$ cat src/verilog/dcache_pkg.sv
`default_nettype none

package dcache_pkg;

    //////////////////////////////
    // geometry
    //////////////////////////////

    localparam int ADDR_W         = 32;
    localparam int TAG_W          = 20;
    localparam int INDEX_W        = 7;
    localparam int OFFSET_W       = 5;
    localparam int NUM_SETS       = 128;
    localparam int WORDS_PER_LINE = 8;
    localparam int LINE_W         = 256;
    localparam int NUM_WAYS       = 2;

    //////////////////////////////
    // types
    //////////////////////////////

    // physical address split, tag on top
    typedef struct packed {
        logic [TAG_W-1:0]    tag;
        logic [INDEX_W-1:0]  index;
        logic [OFFSET_W-1:0] offset;
    } paddr_t;

    // one tag array entry
    typedef struct packed {
        logic             valid;
        logic [TAG_W-1:0] tag;
    } tagv_t;

    // word 0 sits in the low bits
    typedef logic [WORDS_PER_LINE-1:0][31:0] line_t;

    typedef struct packed {
        logic        rvalid;
        logic        wvalid;
        paddr_t      addr;
        logic [3:0]  wsel;
        logic [31:0] wdata;
    } cpu_req_t;

    // line read request, addr is line aligned
    typedef struct packed {
        logic              req;
        logic [ADDR_W-1:0] addr;
    } mem_rd_t;

    // line write request for write-back
    typedef struct packed {
        logic              req;
        logic [ADDR_W-1:0] addr;
        line_t             data;
    } mem_wr_t;

    typedef enum logic [1:0] {
        miss_idle,
        miss_writeback,
        miss_refill
    } miss_state_e;

endpackage

`default_nettype wire

$ cat src/verilog/dcache_req_stage.sv
`timescale 1ns/1ps
`default_nettype none

module dcache_req_stage (
    input  wire                             clk,
    input  wire                             rst,
    input  dcache_pkg::cpu_req_t            req_i,
    input  wire                             stall_i,
    output dcache_pkg::cpu_req_t            s2_req_o,
    output logic [dcache_pkg::INDEX_W-1:0]  rd_index_o
);

    // request kind, cleared by reset
    logic rvalid_q;
    logic wvalid_q;

    // payload
    dcache_pkg::paddr_t addr_q;
    logic [3:0]         wsel_q;
    logic [31:0]        wdata_q;

    always_ff @(posedge clk) begin
        if (!rst) begin
            rvalid_q <= 1'b0;
            wvalid_q <= 1'b0;
        end else if (!stall_i) begin
            rvalid_q <= req_i.rvalid;
            wvalid_q <= req_i.wvalid;
        end
    end

    // payload only moves with the pipe
    always_ff @(posedge clk) begin
        if (!stall_i) begin
            addr_q  <= req_i.addr;
            wsel_q  <= req_i.wsel;
            wdata_q <= req_i.wdata;
        end
    end

    always_comb begin
        s2_req_o.rvalid = rvalid_q;
        s2_req_o.wvalid = wvalid_q;
        s2_req_o.addr   = addr_q;
        s2_req_o.wsel   = wsel_q;
        s2_req_o.wdata  = wdata_q;
    end

    // keep reading the stalled set
    // so the arrays show it again when the stall drops
    assign rd_index_o = stall_i ? addr_q.index : req_i.addr.index;

endmodule

`default_nettype wire

$ cat config.mk
export PLATFORM = sky130hd
export DESIGN_NAME = dcache_req_stage
export DESIGN_NICKNAME = d
export VERILOG_FILES = /design/src/verilog/dcache_pkg.sv /design/src/verilog/dcache_req_stage.sv
export SDC_FILE = /design/constraint.sdc
export NUM_CORES = 1
export LEC_CHECK = 0
export ABC_AREA = 0
export BUFFER_PORTS_ARGS = -buffer_cell sky130_fd_sc_hd__buf_2
export CORE_MARGIN = 1
export CORE_UTILIZATION = 37
export DETAILED_ROUTE_END_ITERATION = 10
export PLACE_DENSITY_LB_ADDON = 0.2
export REMOVE_ABC_BUFFERS = 1
export SLEW_MARGIN = 20
export SYNTH_ARGS = -nofsm -noshare
export SYNTH_HDL_FRONTEND = slang
export SYNTH_SLANG_ARGS = --single-unit
$ cat constraint.sdc
create_clock -name clk -period 2.35 [get_ports clk]
set_clock_uncertainty 0.2 [all_clocks]
set_input_delay 0.47 -clock clk [delete_from_list [all_inputs] [get_ports clk]]
set_output_delay 0.47 -clock clk [all_outputs]
set_load 0.02 [all_outputs]
==> impl_metrics.env <==
export IMPL_grt_setup_unrepaired="no"
export IMPL_relSlewSlack_pct=77.9
export IMPL_gp_congestion=0.749
export IMPL_wl_met1_mm=1.76
export IMPL_finalSetupTns_ps=0
export IMPL_hold_slack_ps=116
export IMPL_timing_final_crit_share_pct=80.9
export IMPL_worst_path_most_repeated_cell="buf_2"
export IMPL_place_area_um2=3090
export IMPL_netlist_top_cells_count="edfxtp_1 (68), mux2_4 (7)"
export IMPL_yosys_warnings=0
export IMPL_cts_htree_levels=3
export IMPL_timing_fmax_mhz=526
export IMPL_synth_top_area_share_pct=90.8
export IMPL_wl_met2_mm=2.04
export IMPL_worstPathCellList="buf_2 > mux2_4 > buf_2"
export IMPL_cellPowerDensity_nw_per_um2=806
export IMPL_path_class="in -> out"
export IMPL_worst_slack_ps=448
export IMPL_postCtsSetupBuffers=0
export IMPL_area_growth_pct=44.3
export IMPL_seq_area_um2=2080
export IMPL_die_h_um=80.0
export IMPL_wire_per_inst_um=13.6
export IMPL_maxCapViolCount=0
export IMPL_synth_top_family_by_area="multiplexers"
export IMPL_firstDrtPassIters=4
export IMPL_syn_area_um2=2250
export IMPL_synth_most_common_cell="edfxtp_1"
export IMPL_cts_resized=0
export IMPL_synth_compound_area_share_pct=0
export IMPL_routed_top_layer="met4"
export IMPL_drtIter0Drc=48
export IMPL_grt_overflow=0
export IMPL_arrival_ps=1230
export IMPL_clk_pin_slew_ps=70
export IMPL_ys_types=8
export IMPL_critPathLaunchType="primary input"
export IMPL_ant_nets=0
export IMPL_crit_family="buffers and inverters"
export IMPL_synth_async_reset_ratio_pct=0
export IMPL_port_buffers=149
export IMPL_leakage_nw=1.44
export IMPL_cts_buffers=9
export IMPL_synth_edf_count=68
export IMPL_netlist_top_cells_area="edfxtp_1 (91%), mux2_4 (4.7%), dfxtp_1 (1.8%), mux2i_1 (0.89%), buf_4 (0.67%)"
export IMPL_holdBufCountCts=0
export IMPL_drc=0
export IMPL_tightest_slew_ps=332
export IMPL_grt_use_total_pct=14.1
export IMPL_num_fill_cells=506
export IMPL_maxSlewViolCount=0
export IMPL_synthCells=85
export IMPL_synth_simple_gate_area_share_pct=0.556
export IMPL_cts_tree="yes"
export IMPL_grt_max_degree=42
export IMPL_wirelength_mm=4.40
export IMPL_cts_sinks=70
export IMPL_crit_buf_inv=2
export IMPL_dp_slack_ps=442
export IMPL_dieArea_um2=6400
export IMPL_multi_input_area_um2=138
export IMPL_synthFlopType="edfxtp_1"
export IMPL_setup_viol=0
export IMPL_core_area_um2=5890
export IMPL_via_per_inst=4.27
export IMPL_drive_gt1_share_pct=68.7
export IMPL_ios=150
export IMPL_fin_crit_ps=1900
export IMPL_yosys_area_share_adder_pct=0
export IMPL_first_global_vias=1273
export IMPL_row_count=28
export IMPL_num_vias=1383
export IMPL_peakVddDrop_uv=333
export IMPL_cts_buffer_depth=2
export IMPL_fin_area_um2=3250
export IMPL_ys_ff_latch=70
export IMPL_crit_slowest_cell="mux2_4"
export IMPL_antenna_found_initial=0
export IMPL_clock_latency_ps=320
export IMPL_cp_end_kind="output port"
export IMPL_syn_avg_cell_area_um2=26.5
export IMPL_fin_nets=317
export IMPL_synth_xor_area_share_pct=0
export IMPL_status="finished, final reports clean"
export IMPL_crit_fanout=10
export IMPL_muxShareOfSynthArea_pct=5.56
export IMPL_critPathMaxStageDelay_ps=330
export IMPL_seq_area_frac_synth_pct=92.5
export IMPL_min_path_type="in -> reg"
export IMPL_hold_viol_final=0
export IMPL_grt_pass1_wl_mm=6.26
export IMPL_synth_top_area_cell="edfxtp_1"
export IMPL_worstPathRequired_ps=1680
export IMPL_cts_root_buf="clkbuf_8"
export IMPL_die_x_um=80.0
export IMPL_dr_wl_met3_um=460
export IMPL_initial_core_util_pct=38.2
export IMPL_diodes=0
==> sequential cells by signal, summed over array words and instances (netlist names) <==
signal / count
wsel_q: 4
rvalid_q: 1
wdata_q: 32
s2_req_o: 32
wvalid_q: 1
==> where the power goes <==
part           switching [W]  leakage, nW  internal, W
Combinational       0.000220        0.680     0.000133
Sequential         0.0000249        0.682      0.00148
Clock               0.000395       0.0786     0.000368
==> routing by layer <==
layer | GRT usage, % | vias to the layer above
met4 | 10.2 | 0
li1 | - | 652
met2 | 21.3 | 101
met1 | 16.6 | 616
met5 | 0 | -
met3 | 5.14 | 14
==> area by class of cell <==
| class | count | share of cell area (%) |
|---|---|---|
| Sequential cell | 70 | 64.1 |
| Timing Repair Buffer | 151 | 23.8 |
| Multi-Input combinational cell | 11 | 4.24 |
| Clock buffer | 10 | 3.93 |
| Tap cell | 75 | 2.89 |
| Clock inverter | 6 | 0.886 |
| Inverter | 1 | 0.116 |
==> cells by family after synthesis <==
family,Yosys count
AND/OR/NAND/NOR,2
multiplexers,9
flip-flops,70
buffers and inverters,4
==> path summary, 6_finish.rpt <==
kind,cells past startpoint,end,slack [ps],from
worst min-delay path,1,wdata_q[8],120,req_i[8]
worst min register to register,2,wvalid_q,340,wvalid_q
worst max register to register,2,rvalid_q,1530,rvalid_q
worst max-delay path,3,rd_index_o[0],450,stall_i
==> per-stage QoR <==
step	total power [W]	std cells	util, %
2_1_floorplan	0.00172	82	-
3_3_place_gp	0.00188	308	52.5
3_5_place_dp	0.00189	308	52.5
4_1_cts	0.00266	324	55.2
5_1_grt	0.00273	324	55.2
6_report	0.00262	324	55.2
==> layout by cell type, fill, tap and decap left out <==
cell	n
buf_12	1
buf_2	149
buf_4	1
clkbuf_1	1
clkbuf_8	9
clkinv_1	3
clkinv_2	2
clkinvlp_4	1
dfxtp_1	2
edfxtp_1	68
inv_2	1
mux2_4	7
mux2i_1	2
nor2b_1	2
No activity file was read; power rests on OpenSTA's default activity.
