[src/verilog/dcache_pkg.sv]
`default_nettype none

package dcache_pkg;

    //////////////////////////////
    // geometry
    //////////////////////////////

    localparam int ADDR_W         = 32;
    localparam int TAG_W          = 20;
    localparam int INDEX_W        = 7;
    localparam int OFFSET_W       = 5;
    localparam int NUM_SETS       = 128;
    localparam int WORDS_PER_LINE = 8;
    localparam int LINE_W         = 256;
    localparam int NUM_WAYS       = 2;

    //////////////////////////////
    // types
    //////////////////////////////

    // physical address split, tag on top
    typedef struct packed {
        logic [TAG_W-1:0]    tag;
        logic [INDEX_W-1:0]  index;
        logic [OFFSET_W-1:0] offset;
    } paddr_t;

    // one tag array entry
    typedef struct packed {
        logic             valid;
        logic [TAG_W-1:0] tag;
    } tagv_t;

    // word 0 sits in the low bits
    typedef logic [WORDS_PER_LINE-1:0][31:0] line_t;

    typedef struct packed {
        logic        rvalid;
        logic        wvalid;
        paddr_t      addr;
        logic [3:0]  wsel;
        logic [31:0] wdata;
    } cpu_req_t;

    // line read request, addr is line aligned
    typedef struct packed {
        logic              req;
        logic [ADDR_W-1:0] addr;
    } mem_rd_t;

    // line write request for write-back
    typedef struct packed {
        logic              req;
        logic [ADDR_W-1:0] addr;
        line_t             data;
    } mem_wr_t;

    typedef enum logic [1:0] {
        miss_idle,
        miss_writeback,
        miss_refill
    } miss_state_e;

endpackage

`default_nettype wire

[src/verilog/dcache_replace.sv]
`timescale 1ns/1ps
`default_nettype none

module dcache_replace (
    input  wire                              clk,
    input  wire                              rst,
    input  wire [dcache_pkg::INDEX_W-1:0]    index_i,
    input  wire [dcache_pkg::NUM_WAYS-1:0]   hit_way_i,
    input  wire                              is_write_i,
    input  wire                              refill_i,
    output logic                             victim_o,
    output logic                             victim_dirty_o
);

    // lru bit names the way to replace next
    logic [dcache_pkg::NUM_SETS-1:0] lru_q;
    // dirty per way, per set
    logic [dcache_pkg::NUM_WAYS-1:0][dcache_pkg::NUM_SETS-1:0] dirty_q;

    assign victim_o       = lru_q[index_i];
    assign victim_dirty_o = dirty_q[victim_o][index_i];

    always_ff @(posedge clk) begin
        if (!rst) begin
            lru_q   <= '0;
            dirty_q <= '0;
        end else if (refill_i) begin
            // new line becomes most recent
            lru_q[index_i]             <= ~lru_q[index_i];
            dirty_q[victim_o][index_i] <= is_write_i;
        end else if (|hit_way_i) begin
            // point away from the hit way
            lru_q[index_i] <= hit_way_i[0];
            for (int w = 0; w < dcache_pkg::NUM_WAYS; w++) begin
                if (hit_way_i[w] && is_write_i) begin
                    dirty_q[w][index_i] <= 1'b1;
                end
            end
        end
    end

endmodule

`default_nettype wire

[config.mk]
export PLATFORM = sky130hd
export DESIGN_NAME = dcache_replace
export DESIGN_NICKNAME = d
export VERILOG_FILES = /design/src/verilog/dcache_pkg.sv /design/src/verilog/dcache_replace.sv
export SDC_FILE = /design/constraint.sdc
export NUM_CORES = 1
export LEC_CHECK = 0
export BUFFER_PORTS_ARGS = -buffer_cell sky130_fd_sc_hd__buf_4
export CORE_MARGIN = 1
export CORE_UTILIZATION = 55
export DETAILED_ROUTE_END_ITERATION = 10
export PLACE_DENSITY_LB_ADDON = 0.15
export SYNTH_ARGS = -nofsm -noshare
export SYNTH_HDL_FRONTEND = slang
export SYNTH_SLANG_ARGS = --single-unit
[constraint.sdc]
create_clock -name clk -period 8.5 [get_ports clk]
set_clock_uncertainty 0.15 [all_clocks]
set_input_delay 2.55 -clock clk [delete_from_list [all_inputs] [get_ports clk]]
set_output_delay 2.55 -clock clk [all_outputs]
set_load 0.01 [all_outputs]
==> reports/qor.yml <==
power_and_ir_drop:
  p_per_area_nw_per_um2: 183.6
  power_uw: 4393
  vdd_drop_max_v: 0.0001369
  p_leak_uw: 0.008356
die:
  die_height_um: 196.8
  die_area_um2: 38720
  die_w_um: 196.8
  coreArea_um2: 36960
  pin_count: 15
  initial_core_util_pct: 56.46
  std_cell_rows: 70
clocking:
  cts_max_level: 2
  insertion_delay_ns: 0.59
  ctsRootBufferMaster: "clkbuf_16"
  clockBufferDepth: 3
  numCtsBuffers: 43
  cts_hold_buf: 0
  cts_tree: "done"
  clkTransAtPathRegs_ns: 0.07
  cts_sinks: 384
final_layout:
  area_growth_pct: 14.66
  multiInputGateArea_um2: 12130
  fin_cells: 3367
  n_fill_cell: 3278
  design_area_um2: 23930
  drive_above_1_share_pct: 13.94
  diodes: 0
  seq_area_um2: 7687
  fin_nets: 2842
critical_path:
  ff2ff_setup_slack_ns: 4.74
  reg2reg_from: "lru_q[50]$_SDFFE_PN0P_"
  required_ns: 5.80
  cp-end-kind: "primary output"
  cp_data_arrival_time_ns: 6.20
  crit_fanout: 22
  r2r_end: "lru_q[108]$_SDFFE_PN0P_"
  path_class: "input pin to primary output"
  ff2ff_path_depth: 15
  crit_path_start_kind: "input pin"
yosys:
  synth_nets: 2880
  yosysTopAreaCellShare_pct: 36.84
  synth_edf_count: 0
  ys_ff_latch: 384
  syn_inst: 2867
  yosysTopAreaCell: "dfxtp_1"
  synth-seq-area-share_pct: 36.84
  yosysWarnings: 0
  synth_area_per_cell_um2: 7.279
  synth.distinct_cells: 64
  syn_area_um2: 20870
  synth_top_flop_cell: "dfxtp_1"
  async_flop_share_pct: 0
  yosys-top-cells-area: "dfxtp_1 (37%), o21ai_0 (15%), nor2_1 (8.5%), mux4_2 (6.8%), nand2_1 (6.3%)"
global_route:
  antenna_found_initial: 2
  overflow: 0
  grtUsageTotal_pct: 36.39
  grt_start_max_net_pins: 149
  grt_pass1_wl_um: 113000
  first_global_vias: 20500
timing:
  rsz0062_at_grt: "true"
  setup_ws_ns: -0.4028
  fin_hold_ws_ns: 0.3426
  finalSetupViolCount: 1
  tightest_slew_ns: 1.245
  fin_crit_sh_pct: 104.7
  fmax_mhz: 112.3
  relSlewSlack_pct: 16.69
  finalCriticalPeriod_ns: 8.903
  final_hold_viol_count: 0
  finalMaxSlewViolations: 0
worst_hold_path:
  hold_end: "dirty_q[43]$_SDFFE_PN0P_"
  worstHoldPathCells: 2
  hp-start: "dirty_q[43]$_SDFFE_PN0P_"
  hold_path_class: "flop to flop"
placement:
  hpwl_um: 43390
  dpl_cell_area_um2: 21950
  gp_congestion: 0.9351
  dp.cells: 3265
  io_buffers: 14
routing:
  routed_wl_um: 71010
  drc: 0
  avgViaCountPerCell: 6.561
  wire_per_inst_um: 21.09
  drtAntennaViolNets: 0
  vias: 22090
  drt_pre_antenna_iters: 6
  drt_iter0_drc: 2585
run_status:
  violations: "negative setup slack"
  status: "finished with violations"
run:
  timing.max_cap.violations: 0
## cells in the final DEF, fill, tap and decap left out, types with 4 or more instances in the layout
master,Yosys,layout
o21ai_0,619,615
nor2_1,470,468
dfxtp_1,384,384
nand2_1,353,350
a21oi_1,202,201
a31oi_1,199,199
buf_4,4,170
or3_1,70,70
mux4_2,63,63
clkbuf_16,0,44
o21ai_1,35,36
mux2i_1,27,25
buf_12,0,20
a221oi_1,16,16
nand3_1,16,15
a22oi_1,15,12
clkbuf_8,0,11
clkinv_2,0,10
clkbuf_1,228,8
mux2_2,7,7
buf_6,5,7
nand2b_1,6,6
nand4_1,6,6
a22o_1,6,5
bufinv_16,0,5
nor2_2,2,4
nor2b_1,4,4
and3_1,4,4
o221ai_1,4,4
o211ai_1,4,4
buf_8,1,4
## cell usage after synthesis (all sizes together), types with 15 or more instances
library cell / count
mux4: 63
dfxtp: 384
o21ai: 654
clkbuf: 228
a22oi: 15
nor2: 473
or3: 70
nand3: 16
nand2: 353
mux2i: 27
buf: 63
a21oi: 202
a221oi: 18
a31oi: 199
## report_power, final
group	internal, uW	total (uW)	switching, uW	leakage, uW
Clock	1180	1980	802	0.000738
Combinational	201	597	397	0.00452
Sequential	1810	1810	5.21	0.00309
## final cells by class
type	count	share of cell area, %
multi-input cells	2187	50.71
flip-flops and latches	384	32.13
repair buffers	206	8.090
clock buffers	61	5.245
well taps	504	2.636
clock inverters	18	0.9726
inverters	5	0.1464
repair inverters	2	0.07321
## flip-flops by register name (all words and copies together), names as in the netlist
| signal | count |
|---|---|
| dirty_q | 256 |
| lru_q | 128 |
## critical path, stage by stage
cell and delay [ns]:
buf_8 0.21, buf_4 0.18, mux2_2 0.33, a221oi_1 0.28, o211ai_1 0.13, nand4_1 0.20
buf_4 0.15, buf_4 0.10, buf_4 0.10, buf_4 0.09, buf_4 0.09, o211a_1 0.24
nand3_1 0.11, a21oi_1 0.19, a211oi_2 0.06, o32ai_2 0.27, nor3_1 0.11, o21a_1 0.23
a311oi_4 0.37, buf_4 0.19
## logic make-up (layout without fill, tap and decap cells)
family,Yosys count,count (layout),share of synthesized area (%)
AND/OR/NAND/NOR,950,950,18.66
flip-flops,384,384,36.84
multiplexers,99,99,8.616
AO/OA/AOI/OAI,1138,1138,30.02
buffers and inverters,296,292,5.864
## through the flow
| step | setup TNS, ns | util (%) | setup slack [ns] |
|---|---|---|---|
| 2_1_floorplan | 0 | - | 0.3382 |
| 3_3_place_gp | -0.4519 | 59.40 | -0.4519 |
| 3_5_place_dp | -0.5178 | 59.40 | -0.5178 |
| 4_1_cts | -0.2339 | 64.64 | -0.2339 |
| 5_1_grt | -0.4042 | 64.74 | -0.4042 |
| 6_report | -0.4028 | 64.74 | -0.4028 |
## per-layer routing
layer  vias up  track usage [%]  part of all wire [%]
met5         -                0                 0.035
met4         4            19.15                   5.2
met3       235            5.938                   8.8
met2      1129            56.31                    45
met1     10540            48.87                    41
li1      10180                -                     -
## how the worst max path moves through the flow
stage | startpoint | cells after the start | end | slack, ns
after global placement | index_i[2] | 20 | victim_dirty_o | -0.45
final | index_i[2] | 20 | victim_dirty_o | -0.40
after detailed placement | index_i[0] | 19 | victim_dirty_o | -0.52
after CTS | index_i[1] | 18 | victim_dirty_o | -0.23
after floorplan | index_i[1] | 16 | victim_dirty_o | 0.34
after global routing | index_i[1] | 18 | victim_dirty_o | -0.40
## what timing repair did
action                                 4_1_cts  5_1_grt
setup endpoints to repair                    1        1
cloned                                       4        0
setup buffers                               19        1
pin swaps                                   18        2
endpoints found under the hold margin        0        0
resized for setup                           53        7
(Power assumes the default switching activity.)
