===== config.mk =====
export PLATFORM = sky130hd
export DESIGN_NAME = dcache_miss_ctrl
export DESIGN_NICKNAME = d
export VERILOG_FILES = /design/src/verilog/dcache_pkg.sv /design/src/verilog/dcache_miss_ctrl.sv
export SDC_FILE = /design/constraint.sdc
export NUM_CORES = 1
export LEC_CHECK = 0
export ABC_AREA = 1
export BUFFER_PORTS_ARGS = -buffer_cell sky130_fd_sc_hd__buf_2
export CAP_MARGIN = 20
export CORE_AREA = 2 2 376 378
export CTS_CLUSTER_SIZE = 8
export DETAILED_ROUTE_END_ITERATION = 8
export DIE_AREA = 0 0 378 380
export GPL_ROUTABILITY_DRIVEN = 0
export HOLD_SLACK_MARGIN = 0.1
export PLACE_DENSITY = 0.32
export SLEW_MARGIN = 20
export SYNTH_ARGS = -nofsm -noshare
export SYNTH_HDL_FRONTEND = slang
export SYNTH_SLANG_ARGS = --single-unit

===== constraint.sdc =====
create_clock -name clk -period 1.2 [get_ports clk]
set_clock_uncertainty 0.2 [all_clocks]
set_input_delay 0.12 -clock clk [delete_from_list [all_inputs] [get_ports clk]]
set_output_delay 0.12 -clock clk [all_outputs]
set_load 0.005 [all_outputs]

===== src/verilog/dcache_pkg.sv =====
`default_nettype none

package dcache_pkg;

    //////////////////////////////
    // geometry
    //////////////////////////////

    localparam int ADDR_W         = 32;
    localparam int TAG_W          = 20;
    localparam int INDEX_W        = 7;
    localparam int OFFSET_W       = 5;
    localparam int NUM_SETS       = 128;
    localparam int WORDS_PER_LINE = 8;
    localparam int LINE_W         = 256;
    localparam int NUM_WAYS       = 2;

    //////////////////////////////
    // types
    //////////////////////////////

    // physical address split, tag on top
    typedef struct packed {
        logic [TAG_W-1:0]    tag;
        logic [INDEX_W-1:0]  index;
        logic [OFFSET_W-1:0] offset;
    } paddr_t;

    // one tag array entry
    typedef struct packed {
        logic             valid;
        logic [TAG_W-1:0] tag;
    } tagv_t;

    // word 0 sits in the low bits
    typedef logic [WORDS_PER_LINE-1:0][31:0] line_t;

    typedef struct packed {
        logic        rvalid;
        logic        wvalid;
        paddr_t      addr;
        logic [3:0]  wsel;
        logic [31:0] wdata;
    } cpu_req_t;

    // line read request, addr is line aligned
    typedef struct packed {
        logic              req;
        logic [ADDR_W-1:0] addr;
    } mem_rd_t;

    // line write request for write-back
    typedef struct packed {
        logic              req;
        logic [ADDR_W-1:0] addr;
        line_t             data;
    } mem_wr_t;

    typedef enum logic [1:0] {
        miss_idle,
        miss_writeback,
        miss_refill
    } miss_state_e;

endpackage

`default_nettype wire


===== src/verilog/dcache_miss_ctrl.sv =====
`timescale 1ns/1ps
`default_nettype none

module dcache_miss_ctrl (
    input  wire                                          clk,
    input  wire                                          rst,
    input  dcache_pkg::cpu_req_t                         s2_req_i,
    input  wire                                          hit_i,
    input  wire                                          victim_i,
    input  wire                                          victim_dirty_i,
    input  dcache_pkg::tagv_t [dcache_pkg::NUM_WAYS-1:0] victim_tag_i,
    input  dcache_pkg::line_t [dcache_pkg::NUM_WAYS-1:0] victim_line_i,
    input  wire                                          ret_valid_i,
    input  wire                                          wr_valid_i,
    output logic                                         stall_o,
    output logic                                         resp_valid_o,
    output logic                                         refill_o,
    output dcache_pkg::mem_rd_t                          mem_rd_o,
    output dcache_pkg::mem_wr_t                          mem_wr_o
);

    dcache_pkg::miss_state_e state_q;
    dcache_pkg::miss_state_e state_d;

    logic req_valid;
    logic miss;
    logic wb_active;
    logic rd_active;

    assign req_valid = s2_req_i.rvalid | s2_req_i.wvalid;

    // first stage-2 cycle of a miss
    assign miss = (state_q == dcache_pkg::miss_idle) & req_valid & ~hit_i;

    //////////////////////////////
    // phase decode
    //////////////////////////////

    // dirty victim goes out first, then the fetch
    assign wb_active = (state_q == dcache_pkg::miss_writeback) | (miss & victim_dirty_i);
    assign rd_active = (state_q == dcache_pkg::miss_refill) | (miss & ~victim_dirty_i);

    // line arrives, install it this edge
    assign refill_o = rd_active & ret_valid_i;

    // stall drops in the ret_valid cycle
    assign stall_o      = (wb_active | rd_active) & ~refill_o;
    assign resp_valid_o = hit_i | refill_o;

    always_comb begin
        if (wb_active) begin
            state_d = wr_valid_i ? dcache_pkg::miss_refill : dcache_pkg::miss_writeback;
        end else if (rd_active) begin
            state_d = ret_valid_i ? dcache_pkg::miss_idle : dcache_pkg::miss_refill;
        end else begin
            state_d = dcache_pkg::miss_idle;
        end
    end

    always_ff @(posedge clk) begin
        if (!rst) begin
            state_q <= dcache_pkg::miss_idle;
        end else begin
            state_q <= state_d;
        end
    end

    //////////////////////////////
    // memory ports
    //////////////////////////////

    // refill address from the request
    always_comb begin
        mem_rd_o.req  = rd_active;
        mem_rd_o.addr = {s2_req_i.addr.tag, s2_req_i.addr.index,
                         {dcache_pkg::OFFSET_W{1'b0}}};
    end

    // write-back address from the victim tag
    // arrays keep re-reading this set while stalled, so data holds
    always_comb begin
        mem_wr_o.req  = wb_active;
        mem_wr_o.addr = {victim_tag_i[victim_i].tag, s2_req_i.addr.index,
                         {dcache_pkg::OFFSET_W{1'b0}}};
        mem_wr_o.data = victim_line_i[victim_i];
    end

endmodule

`default_nettype wire


==> reports/metrics.yaml <==
synth:
  synthDistinctLibCells: 14
  synth_compound_area_frac: 0.00259
  yosysWarnings: 0
  yosysSeqAreaShare: 0.00829
  ys_ff_latch: 2
  synthAdderAreaFrac: 0
  synth_cells: 380
  syn_area_per_cell_sq_um: 12.7
  synth_xor_area_frac: 0
  synth_mux_area_frac: 0.830
  synth.cell_area_sq_um: 4830
  synthSimpleGateAreaFrac: 0.0119
  synth_top_family_by_area: "multiplexers"
detailed_routing:
  vias_per_cell: 2.39
  routedWlPerCell_microns: 26.5
  drc: 0
  ant_nets: 0
  routed_wl_microns: 83100
  vias: 7493
  drtIter0Drc: 294
  dr.pass1.iters: 4
sta:
  rsz0062_at_grt: "true"
  fmax_mhz: 659
  min_period_over_period: 1.26
  drv_slew: 0
  hold_violations: 0
  setup_viol: 281
  layout_setup_ws_ns: -0.318
  timing.final.crit_period_ns: 1.52
floorplan:
  rows: 137
  die-width_microns: 378
  pin_count: 956
  start_util: 0.0347
  fp.coreArea_sq_um: 139000
  die_h_microns: 380
  die-area_sq_um: 144000
worst_setup_path:
  crit_start: "victim_i"
  cp-end-kind: "output pin"
  cp_max_fo: 8
  startpoint_type: "input port"
  r2r_slack_ns: 0.05
  crit_arrival_ns: 1.20
  endpoint: "mem_wr_o[204]"
  timing.rr.start: "state_q[0]$_SDFF_PN0_"
  worst-setup-path-type: "input port to output pin"
  r2r.worst_path.cells: 6
  r2r_end: "state_q[1]$_SDFF_PN0_"
  required_ns: 0.88
cells_and_area:
  design_area_sq_um: 13000
  nets: 1877
  largest_register_ffs: 2
  area_growth_pct: 169
  seq_area_sq_um: 42.5
  fillers: 16388
  top_regs: "state_q x2"
  top_register: "state_q"
  multi_input_area_sq_um: 4260
  drive_gt1_frac: 0.958
  final_core_util: 0.0934
place:
  port_buffers: 841
  place_area_sq_um: 11100
  pre_cts_ws_ns: -0.587
  dp_hpwl_microns: 79100
clock_tree:
  tritoncts: "yes"
  cts_buffers: 3
  htreeDepth: 1
  clk_path_buf_depth: 2
  clk_pin_slew_ns: 0.03
  cts.sink_count: 2
  worstSkewPairLatency_ns: 0.22
  cts-root-buf: "clkbuf_16"
pwr:
  vdd.ir_drop.worst_v: 0.000686
  power.density_nw_per_um2: 429
  power.leakage_nw: 6.56
grt:
  grt_pass1_vias: 7130
  track_usage: 0.108
  antenna_found_initial: 155
  gr-total-overflow: 0
  grt_first_pass_wirelength_microns: 95700
  grt_max_degree: 25
run_status:
  violations: "setup timing"
  status: "finished with violations"
job:
  max_cap_viol_count: 0
min_path:
  min_path_cells: 5
  hp-class: "input port to register"
cells by family after synthesis:
| family | after synthesis |
|---|---|
| other | 1 |
| DFF | 2 |
| buffers and inverters | 85 |
| and+or+nand+nor | 14 |
| AOI/OAI and AO/OA | 2 |
| muxes | 276 |
stage by stage:
step	std cells	hold slack [ns]	total power, mW	TNS (ns)
2_1_floorplan	389	-0.00149	1.85	0
3_3_place_gp	3065	0.0400	4.36	-65.57
3_5_place_dp	3065	0.0400	4.34	-67.69
4_1_cts	3107	0.0792	5.32	-67.17
5_1_grt	3123	0.119	5.90	-70.68
6_report	3133	0.0821	5.58	-63.00
report_power, final:
group | switching (mW) | internal (mW) | leakage, nW
clock | 0.0700 | 0.423 | 0.0371
sequential | 0.00379 | 0.0711 | 0.0172
combinational | 2.09 | 2.92 | 6.51
final cells by class:
| cell class | count | share of cell area |
|---|---|---|
| Timing Repair Buffer | 929 | 0.478 |
| Multi-Input combinational cell | 302 | 0.328 |
| Tap cell | 1876 | 0.181 |
| Clock buffer | 3 | 0.00578 |
| Sequential cell | 2 | 0.00327 |
| Antenna cell | 13 | 0.00250 |
| Inverter | 8 | 0.00231 |
what timing repair did:
action	in CTS	in global routing
cloned	3	5
setup endpoints to repair	281	282
pin swaps	5	6
hold buffers	29	0
buffers inserted	7	9
gates resized for setup	131	116
endpoints found under the hold margin	36	0
worst max-delay path, cell delays in order:
cell and delay (ns):
buf_16 0.12, buf_16 0.17, buf_12 0.18, mux2_4 0.39
buf_6 0.15
cell usage after synthesis:
library cell	number	area, sq um
a21oi_1	1	5.00
buf_2	3	15.0
buf_4	46	345
buf_6	28	315
conb_1	1	3.75
dfxtp_1	2	40.0
inv_1	8	30.0
mux2_2	36	405
mux2_4	240	3600
nand2_1	7	26.3
nand3_1	3	15.0
nor2_1	3	11.3
nor3_1	1	5.00
o21bai_1	1	7.51
layer usage:
metal,GRT usage,part of all wire,wire length [microns],vias to the layer above
li1,-,-,-,3085
met4,0.00553,0.027,2260,20
met3,0.0324,0.11,8870,214
met1,0.139,0.41,34300,3351
met5,0,0.0016,133,-
met2,0.184,0.45,37500,823
placed cells by master (no fill, tap or decap):
cell	instances
nand3_1	1
nand2_1	3
nand2_4	1
o21bai_1	1
inv_1	6
buf_12	11
conb_1	10
nand3_2	2
mux2_4	266
buf_2	724
diode_2	13
nor2_1	1
nand2_2	3
dlygate4sd3_1	28
nor3_1	1
dfxtp_2	2
mux2_2	10
buf_4	16
clkbuf_16	7
nor2_4	2
dlymetal6s4s_1	1
inv_2	2
buf_6	123
buf_16	11
buf_8	11
a21oi_2	1
how the worst min path moves through the flow:
stage | startpoint | endpoint | slack, ns
after detailed placement | s2_req_i[51] | mem_rd_o[15] | 0.04
after global placement | s2_req_i[51] | mem_rd_o[15] | 0.04
after global routing | ret_valid_i | state_q[1]$_SDFF_PN0_ | 0.12
final | ret_valid_i | state_q[1]$_SDFF_PN0_ | 0.08
after floorplan | wr_valid_i | state_q[0]$_SDFF_PN0_ | -0.001
after CTS | ret_valid_i | state_q[1]$_SDFF_PN0_ | 0.08
Note: power is estimated with default switching activity, not from simulation.
