[src/verilog/dcache_pkg.sv]
`default_nettype none

package dcache_pkg;

    //////////////////////////////
    // geometry
    //////////////////////////////

    localparam int ADDR_W         = 32;
    localparam int TAG_W          = 20;
    localparam int INDEX_W        = 7;
    localparam int OFFSET_W       = 5;
    localparam int NUM_SETS       = 128;
    localparam int WORDS_PER_LINE = 8;
    localparam int LINE_W         = 256;
    localparam int NUM_WAYS       = 2;

    //////////////////////////////
    // types
    //////////////////////////////

    // physical address split, tag on top
    typedef struct packed {
        logic [TAG_W-1:0]    tag;
        logic [INDEX_W-1:0]  index;
        logic [OFFSET_W-1:0] offset;
    } paddr_t;

    // one tag array entry
    typedef struct packed {
        logic             valid;
        logic [TAG_W-1:0] tag;
    } tagv_t;

    // word 0 sits in the low bits
    typedef logic [WORDS_PER_LINE-1:0][31:0] line_t;

    typedef struct packed {
        logic        rvalid;
        logic        wvalid;
        paddr_t      addr;
        logic [3:0]  wsel;
        logic [31:0] wdata;
    } cpu_req_t;

    // line read request, addr is line aligned
    typedef struct packed {
        logic              req;
        logic [ADDR_W-1:0] addr;
    } mem_rd_t;

    // line write request for write-back
    typedef struct packed {
        logic              req;
        logic [ADDR_W-1:0] addr;
        line_t             data;
    } mem_wr_t;

    typedef enum logic [1:0] {
        miss_idle,
        miss_writeback,
        miss_refill
    } miss_state_e;

endpackage

`default_nettype wire

[src/verilog/dcache_lookup.sv]
`timescale 1ns/1ps
`default_nettype none

module dcache_lookup (
    input  dcache_pkg::cpu_req_t                           s2_req_i,
    input  dcache_pkg::tagv_t [dcache_pkg::NUM_WAYS-1:0]   way_tagv_i,
    input  dcache_pkg::line_t [dcache_pkg::NUM_WAYS-1:0]   way_line_i,
    input  wire                                            refill_i,
    input  dcache_pkg::line_t                              ret_data_i,
    input  wire                                            victim_i,
    output logic [dcache_pkg::NUM_WAYS-1:0]                hit_way_o,
    output logic                                           hit_o,
    output logic [31:0]                                    rdata_o,
    output dcache_pkg::line_t                              wr_line_o,
    output logic [dcache_pkg::NUM_WAYS-1:0][dcache_pkg::LINE_W/8-1:0] byte_we_o
);

    logic                          req_valid;
    logic [2:0]                    word_sel;
    logic                          hit_idx;
    logic [31:0]                   wmask;
    logic [dcache_pkg::LINE_W/8-1:0] strobe_bytes;
    dcache_pkg::line_t             base_line;

    assign req_valid = s2_req_i.rvalid | s2_req_i.wvalid;
    assign word_sel  = s2_req_i.addr.offset[dcache_pkg::OFFSET_W-1:2];

    //////////////////////////////
    // tag compare
    //////////////////////////////

    // bubbles never hit
    always_comb begin
        for (int w = 0; w < dcache_pkg::NUM_WAYS; w++) begin
            hit_way_o[w] = req_valid & way_tagv_i[w].valid &
                           (way_tagv_i[w].tag == s2_req_i.addr.tag);
        end
    end

    assign hit_o   = |hit_way_o;
    assign hit_idx = hit_way_o[1];

    // read word, from memory on refill
    always_comb begin
        if (!s2_req_i.rvalid) begin
            rdata_o = 32'h0;
        end else if (refill_i) begin
            rdata_o = ret_data_i[word_sel];
        end else begin
            rdata_o = way_line_i[hit_idx][word_sel];
        end
    end

    //////////////////////////////
    // store merge
    //////////////////////////////

    assign wmask = {{8{s2_req_i.wsel[3]}}, {8{s2_req_i.wsel[2]}},
                    {8{s2_req_i.wsel[1]}}, {8{s2_req_i.wsel[0]}}};

    // wsel moved to the addressed word
    assign strobe_bytes = {28'b0, s2_req_i.wsel} << {word_sel, 2'b00};

    assign base_line = refill_i ? ret_data_i : way_line_i[hit_idx];

    always_comb begin
        wr_line_o = base_line;
        if (s2_req_i.wvalid) begin
            wr_line_o[word_sel] = (s2_req_i.wdata & wmask) | (base_line[word_sel] & ~wmask);
        end
    end

    // refill fills the whole victim line
    // write hit touches only the strobed bytes
    always_comb begin
        for (int w = 0; w < dcache_pkg::NUM_WAYS; w++) begin
            if (refill_i && (victim_i == 1'(w))) begin
                byte_we_o[w] = '1;
            end else if (s2_req_i.wvalid && hit_way_o[w]) begin
                byte_we_o[w] = strobe_bytes;
            end else begin
                byte_we_o[w] = '0;
            end
        end
    end

endmodule

`default_nettype wire

[config.mk]
export PLATFORM = sky130hd
export DESIGN_NAME = dcache_lookup
export DESIGN_NICKNAME = d
export VERILOG_FILES = /design/src/verilog/dcache_pkg.sv /design/src/verilog/dcache_lookup.sv
export SDC_FILE = /design/constraint.sdc
export NUM_CORES = 1
export LEC_CHECK = 0
export BUFFER_PORTS_ARGS = -buffer_cell sky130_fd_sc_hd__buf_2
export CAP_MARGIN = 20
export CORE_AREA = 2 2 479 481
export DETAILED_ROUTE_END_ITERATION = 10
export DIE_AREA = 0 0 481 483
export PLACE_DENSITY = 0.35
export SLEW_MARGIN = 15
export SYNTH_ARGS = -nofsm -noshare
export SYNTH_HDL_FRONTEND = slang
export SYNTH_SLANG_ARGS = --single-unit
export TNS_END_PERCENT = 30
[constraint.sdc]
create_clock -name vclk -period 4.8
set_clock_uncertainty 0.05 [all_clocks]
set_input_delay 0.24 -clock vclk [all_inputs]
set_output_delay 0.24 -clock vclk [all_outputs]
set_load 0.03 [all_outputs]
==> results.txt, run 1 <==
Status: finished, final reports clean
Worst path required time: 4510 ps
Max incr delay on CP: 660 ps
Slowest CP cell: a2111oi_0
Reg power frac: 0%
Final total power: 3.77 mW
Fin crit period: 4610 ps
DRT Wirelength: 308000 µm
Leading area contributor after synthesis: o21ai_0
Worst slew pin tran: 1130 ps
Largest net degree at the start of global routing: 121
Switching Power: 2.62 mW
First-pass GRT wire length: 376000 µm
Crit-path cells: buf_2 -> xnor2_1 -> nand4_1 -> or4_4 -> buf_12 -> o21ai_0 -> a31oi_1 -> a2111oi_0 -> o2111ai_1 -> o21ai_2 -> mux2i_1 -> buf_12
Final setup fails: 0
Cells after Synth: 2934
Effective utilization at floorplan: 7.51%
Die width: 481 µm
XOR/XNOR Fraction of Synth Area: 2.06%
Gr ovfl total: 0
Vias in the first global route: 31600
Final Cycle Share: 96.0%
Num rows: 175
RSZ-0062 raised after global routing: false
Hold Crit Start: ret_data_i[52]
Multi-input gate area: 0.0160 mm²
Synth area leaders: o21ai_0 12%, nand3_1 9.8%, a31oi_1 6.8%, nand2_1 6.7%, nor2_1 5.5%
Synth Area in Compound Gates: 45.4%
Cell Pwr Density: 129 mW/mm²
Via count: 33400
Post-synth top cells: 398 x o21ai_0, 334 x nand3_1, 302 x nand2_1
Hold Vio Cnt, Final: 0
Routability congestion estimate: 0.972
Layout overhead on the synthesized area: 72.0%
Post-synthesis net count: 3816
Endpoint class of the critical path: output port
DP Cell Count: 7083
Register area: 0 µm²
Most frequent CP cell: buf_12
P_int: 1.15 mW
Pleak: 12.0 nW
Synth Warn #: 0
I/O pins: 1237
Relative slew margins: 24.8%
Initial DRC Count: 3733
Vias per cell: 4.62
Sw Share: 69.5%
Register area share after synthesis: 0%
Data arrival, critical path: 4320 ps
Port bufs: 1228
Final Non-Filler Cells: 7224
Total track usage: 25.0%
Worst hold path type: in2out
Critical Path Start Type: input port
Fraction of layout cells with a size suffix above 1: 39.4%
Top-count cell post-synth: o21ai_0
Post-synthesis mux area share: 10.8%
Residual DRC: 0
Logic pwr share: 100.0%
Fin util: 12.9%
CP Launch Point: s2_req_i[65]
Peak supply drop: 0.0000470 V
Slew Viols, Final: 0
Die ar.: 0.232 mm²
Avg Cell Area, Syn: 5.81 µm²
Synth Area in Adders: 0%
FMAX: 0.217 GHz
Netlist cell types: 79
Worst Path Buf+Inv: 3
NumNets Final: 4958
Sum Neg Setup Slack: 0 ps
Share of the synthesized area in the top cell type: 11.7%
Fill cells: 26900
Cell family with most CP delay: compound AO/OA/AOI/OAI gates
Max Cap Viol: 0
CP Max Fanout: 63
Initial antenna violation count: 286
Kind of critical path: in2out
Clock power frac: 0%
Die Span Y: 483 µm
Post-CTS Hold Buffers: 0
Post-route ant nets: 0
FF+latch count: 0
Netlist area before placement: 0.0170 mm²
Layout clock buffers: 0
Core Box Area: 0.227 mm²
Hpwl dp: 257000 µm
DR pass1 iterations: 8
WL/cell: 42.6 µm
Post-synthesis simple-gate area fraction: 33.9%
Largest family of logic cells by synthesized area: compound AO/OA/AOI/OAI gates
-- cell families after synthesis --
family	count (synthesis)
compound gates	1213
buf+inv	333
simple gates	1207
xor+xnor	40
mux	141
-- worst min-delay path: cells and delay by family --
family                 cells  cell delay, ps
buffers and inverters      2             310
AOI/OAI and AO/OA          2             180
-- metrics by stage --
step	instance area, µm²	worst slack [ps]	hold slack, ps
final	29300	194	919
after global routing	29200	29.9	930
after CTS	28900	242	914
after detailed placement	28900	262	911
after global placement	28900	257	914
after floorplan	17000	1450	658
-- cells in the final DEF (no fill, tap or decap), types with 59 or more instances in the layout --
cell type	Yosys	routed
a211oi_1	84	84
a21oi_1	128	128
a31oi_1	185	185
and3_1	70	66
buf_12	0	89
buf_2	38	1171
buf_4	3	189
diode_2	0	141
mux2i_1	83	83
nand2_1	302	288
nand2b_1	105	104
nand3_1	334	331
nor2_1	251	236
o211ai_1	59	59
o21ai_0	398	398
-- worst paths after layout --
kind / to / slack (ps) / cells past startpoint
max: wr_line_o[57] / 190 / 12
min: rdata_o[20] / 920 / 4
-- power by group through the flow --
stage	Clock, mW	Sequential [mW]	Combinational, mW
after floorplan	0	0	1.59
after global placement	0	0	3.79
after detailed placement	0	0	3.78
after CTS	0	0	3.79
after global routing	0.00000241	0	3.93
final	0.00000350	0	3.77
-- layout make-up --
type	count	share of cell area (%)
antenna	141	1.20
multi-input combinational	2601	54.6
timing repair buffer	1453	31.1
tap	3009	12.8
inverter	20	0.282
-- repair_timing --
action,4_1_cts,5_1_grt
endpoints found under the setup margin,0,1
buffers inserted,0,0
gates resized for setup,0,1
-- metal layers --
layer	track usage, %	routed length, µm	vias to the layer above
met5	0	549	-
met4	13.0	19400	84
met3	7.89	30200	585
met2	40.6	139000	2458
met1	29.3	119000	16500
li1	-	-	13700
Power figures use the tool's default switching activity.
==> inputs of run 2 (changes only) <==
clock period = 5.6 ns   (was 4.8 ns; I/O delays follow)
==> run 2 against run 1 <==
  * Total power shrank 17%
  * Via count shrank 1.1%
  * Worst hold slack better by 53 ps
  * Global-route usage is 0.13 points lower
  * Sequential cell count unchanged
  * Final cell count is 1.0% lower
  * Non-clock buffer count down 73
  * Routed wire length decreased by 0.49%
  * Critical path depth stayed put
  * Clock-buffer cell count stayed put
  * Utilization shrank 0.53 points
  * Combinational power down 18%
  * Largest power group unchanged
==> results.txt, run 2 (synthesis results as in run 1) <==
Status: finished, final reports clean
Total track usage: 24.9%
Fill cells: 27000
Cell family with most CP delay: simple AND/OR/NAND/NOR gates
Via count: 33000
Worst Path Buf+Inv: 3
Reg power frac: 0%
Post-CTS Resized: 0
Kind of critical path: in2out
Hold Vio Cnt, Final: 0
FF+latch count: 0
Max Cap Viol: 0
Slowest CP cell: nor4_4
Num rows: 175
WL/cell: 42.8 µm
Post-route ant nets: 0
DR pass1 iterations: 6
Port bufs: 1228
Clock power frac: 0%
Effective utilization at floorplan: 7.51%
RSZ-0062 raised after global routing: false
NumNets Final: 4885
Sum Neg Setup Slack: 0 ps
Final setup fails: 0
Worst slew pin tran: 1080 ps
Core Box Area: 0.227 mm²
Slew Viols, Final: 0
Die width: 481 µm
DRT Wirelength: 306000 µm
Residual DRC: 0
Placed cell areas: 0.0277 mm²
Largest net degree at the start of global routing: 92
Critical Path Start Type: input port
Vias in the first global route: 31500
Routability congestion estimate: 0.945
Die Span Y: 483 µm
Pleak: 11.4 nW
CP Max Fanout: 67
I/O pins: 1237
Gr ovfl total: 0
Initial antenna violation count: 282
Hold Crit Start: ret_data_i[52]
Layout clock buffers: 0
Data arrival, critical path: 4730 ps
Register area: 0 µm²
Postcts setup bufs: 0
First-pass GRT wire length: 375000 µm
Commonest non-fill, non-tap cell in the layout: buf_2
FMAX: 0.198 GHz
Crit-path cells: buf_2 -> xnor2_1 -> nand4_1 -> nor4_4 -> buf_12 -> nand3_1 -> a31oi_1 -> a22oi_1 -> nand4_1 -> a22oi_2 -> o21ai_0 -> buf_2
Die ar.: 0.232 mm²
WHS Endpoint: rdata_o[20]
Commonest non-fill, non-tap cells in the layout: 1206 x buf_2, 398 x o21ai_0, 331 x nand3_1
Endpoint class of the critical path: output port
Layout overhead on the synthesized area: 65.0%
Hold Path Cell Cnt: 4
Peak supply drop: 0.0000350 V
Switching Power: 2.22 mW
Fraction of layout cells with a size suffix above 1: 38.3%
Sw Share: 71.5%
Logic pwr share: 100.0%
Vias per cell: 4.61
Cell Pwr Density: 111 mW/mm²
Post-CTS Hold Buffers: 0
Max incr delay on CP: 700 ps
Post-route design area: 0.0281 mm²
Multi-input gate area: 0.0160 mm²
Hpwl dp: 254000 µm
Initial DRC Count: 3712
Fin crit period: 5060 ps
Final Cycle Share: 90.3%
Relative slew margins: 27.8%
P_int: 0.888 mW
Worst hold path type: in2out
Worst path required time: 5270 ps
==> run 2: worst min-delay path, stage by stage <==
cell and delay (ps):
buf_2 90, o211ai_1 80, o21ai_0 80, buf_2 200
==> run 2: how the worst max path moves through the flow <==
stage,start,endpoint,slack [ps],depth (start not counted)
global route,s2_req_i[65],wr_line_o[191],370,14
finish,s2_req_i[65],wr_line_o[177],540,12
global placement,s2_req_i[65],wr_line_o[191],470,14
CTS,s2_req_i[65],wr_line_o[191],440,14
detailed placement,s2_req_i[65],wr_line_o[191],500,14
floorplan,s2_req_i[66],wr_line_o[219],2170,11
==> run 2: cell type report <==
class,count,share of cell area (%)
antenna,142,1.26
timing repair buffer,1380,28.2
tap,3009,13.4
multi-input combinational,2601,56.9
inverter,20,0.294
==> run 2: stage by stage <==
step           total power, mW  instances  setup slack, ps  util (%)  hold slack (ps)
2_1_floorplan             1.37       2934             2170         -              738
3_3_place_gp              3.13       7010              475      12.2              982
3_5_place_dp              3.12       7010              495      12.2              970
4_1_cts                   3.13       7010              443      12.2              972
5_1_grt                   3.25       7096              365      12.3              992
6_report                  3.11       7152              543      12.4              972
==> run 2: power by group through the flow <==
stage | logic [mW] | clock network, mW | registers (mW)
2_1_floorplan | 1.37 | 0 | 0
3_3_place_gp | 3.13 | 0 | 0
3_5_place_dp | 3.12 | 0 | 0
4_1_cts | 3.13 | 0 | 0
5_1_grt | 3.25 | 0.00000209 | 0
6_report | 3.11 | 0.00000273 | 0
==> run 2: per-layer routing <==
metal  vias to the layer above  track usage, %  wire (µm)  part of all wire [%]
met3                       611            8.59      30900                    10
met1                     16300            28.4     116000                    38
li1                      13500               -          -                     -
met4                       126            13.4      18100                   5.9
met5                         -               0        803                  0.26
met2                      2438            40.6     140000                    46
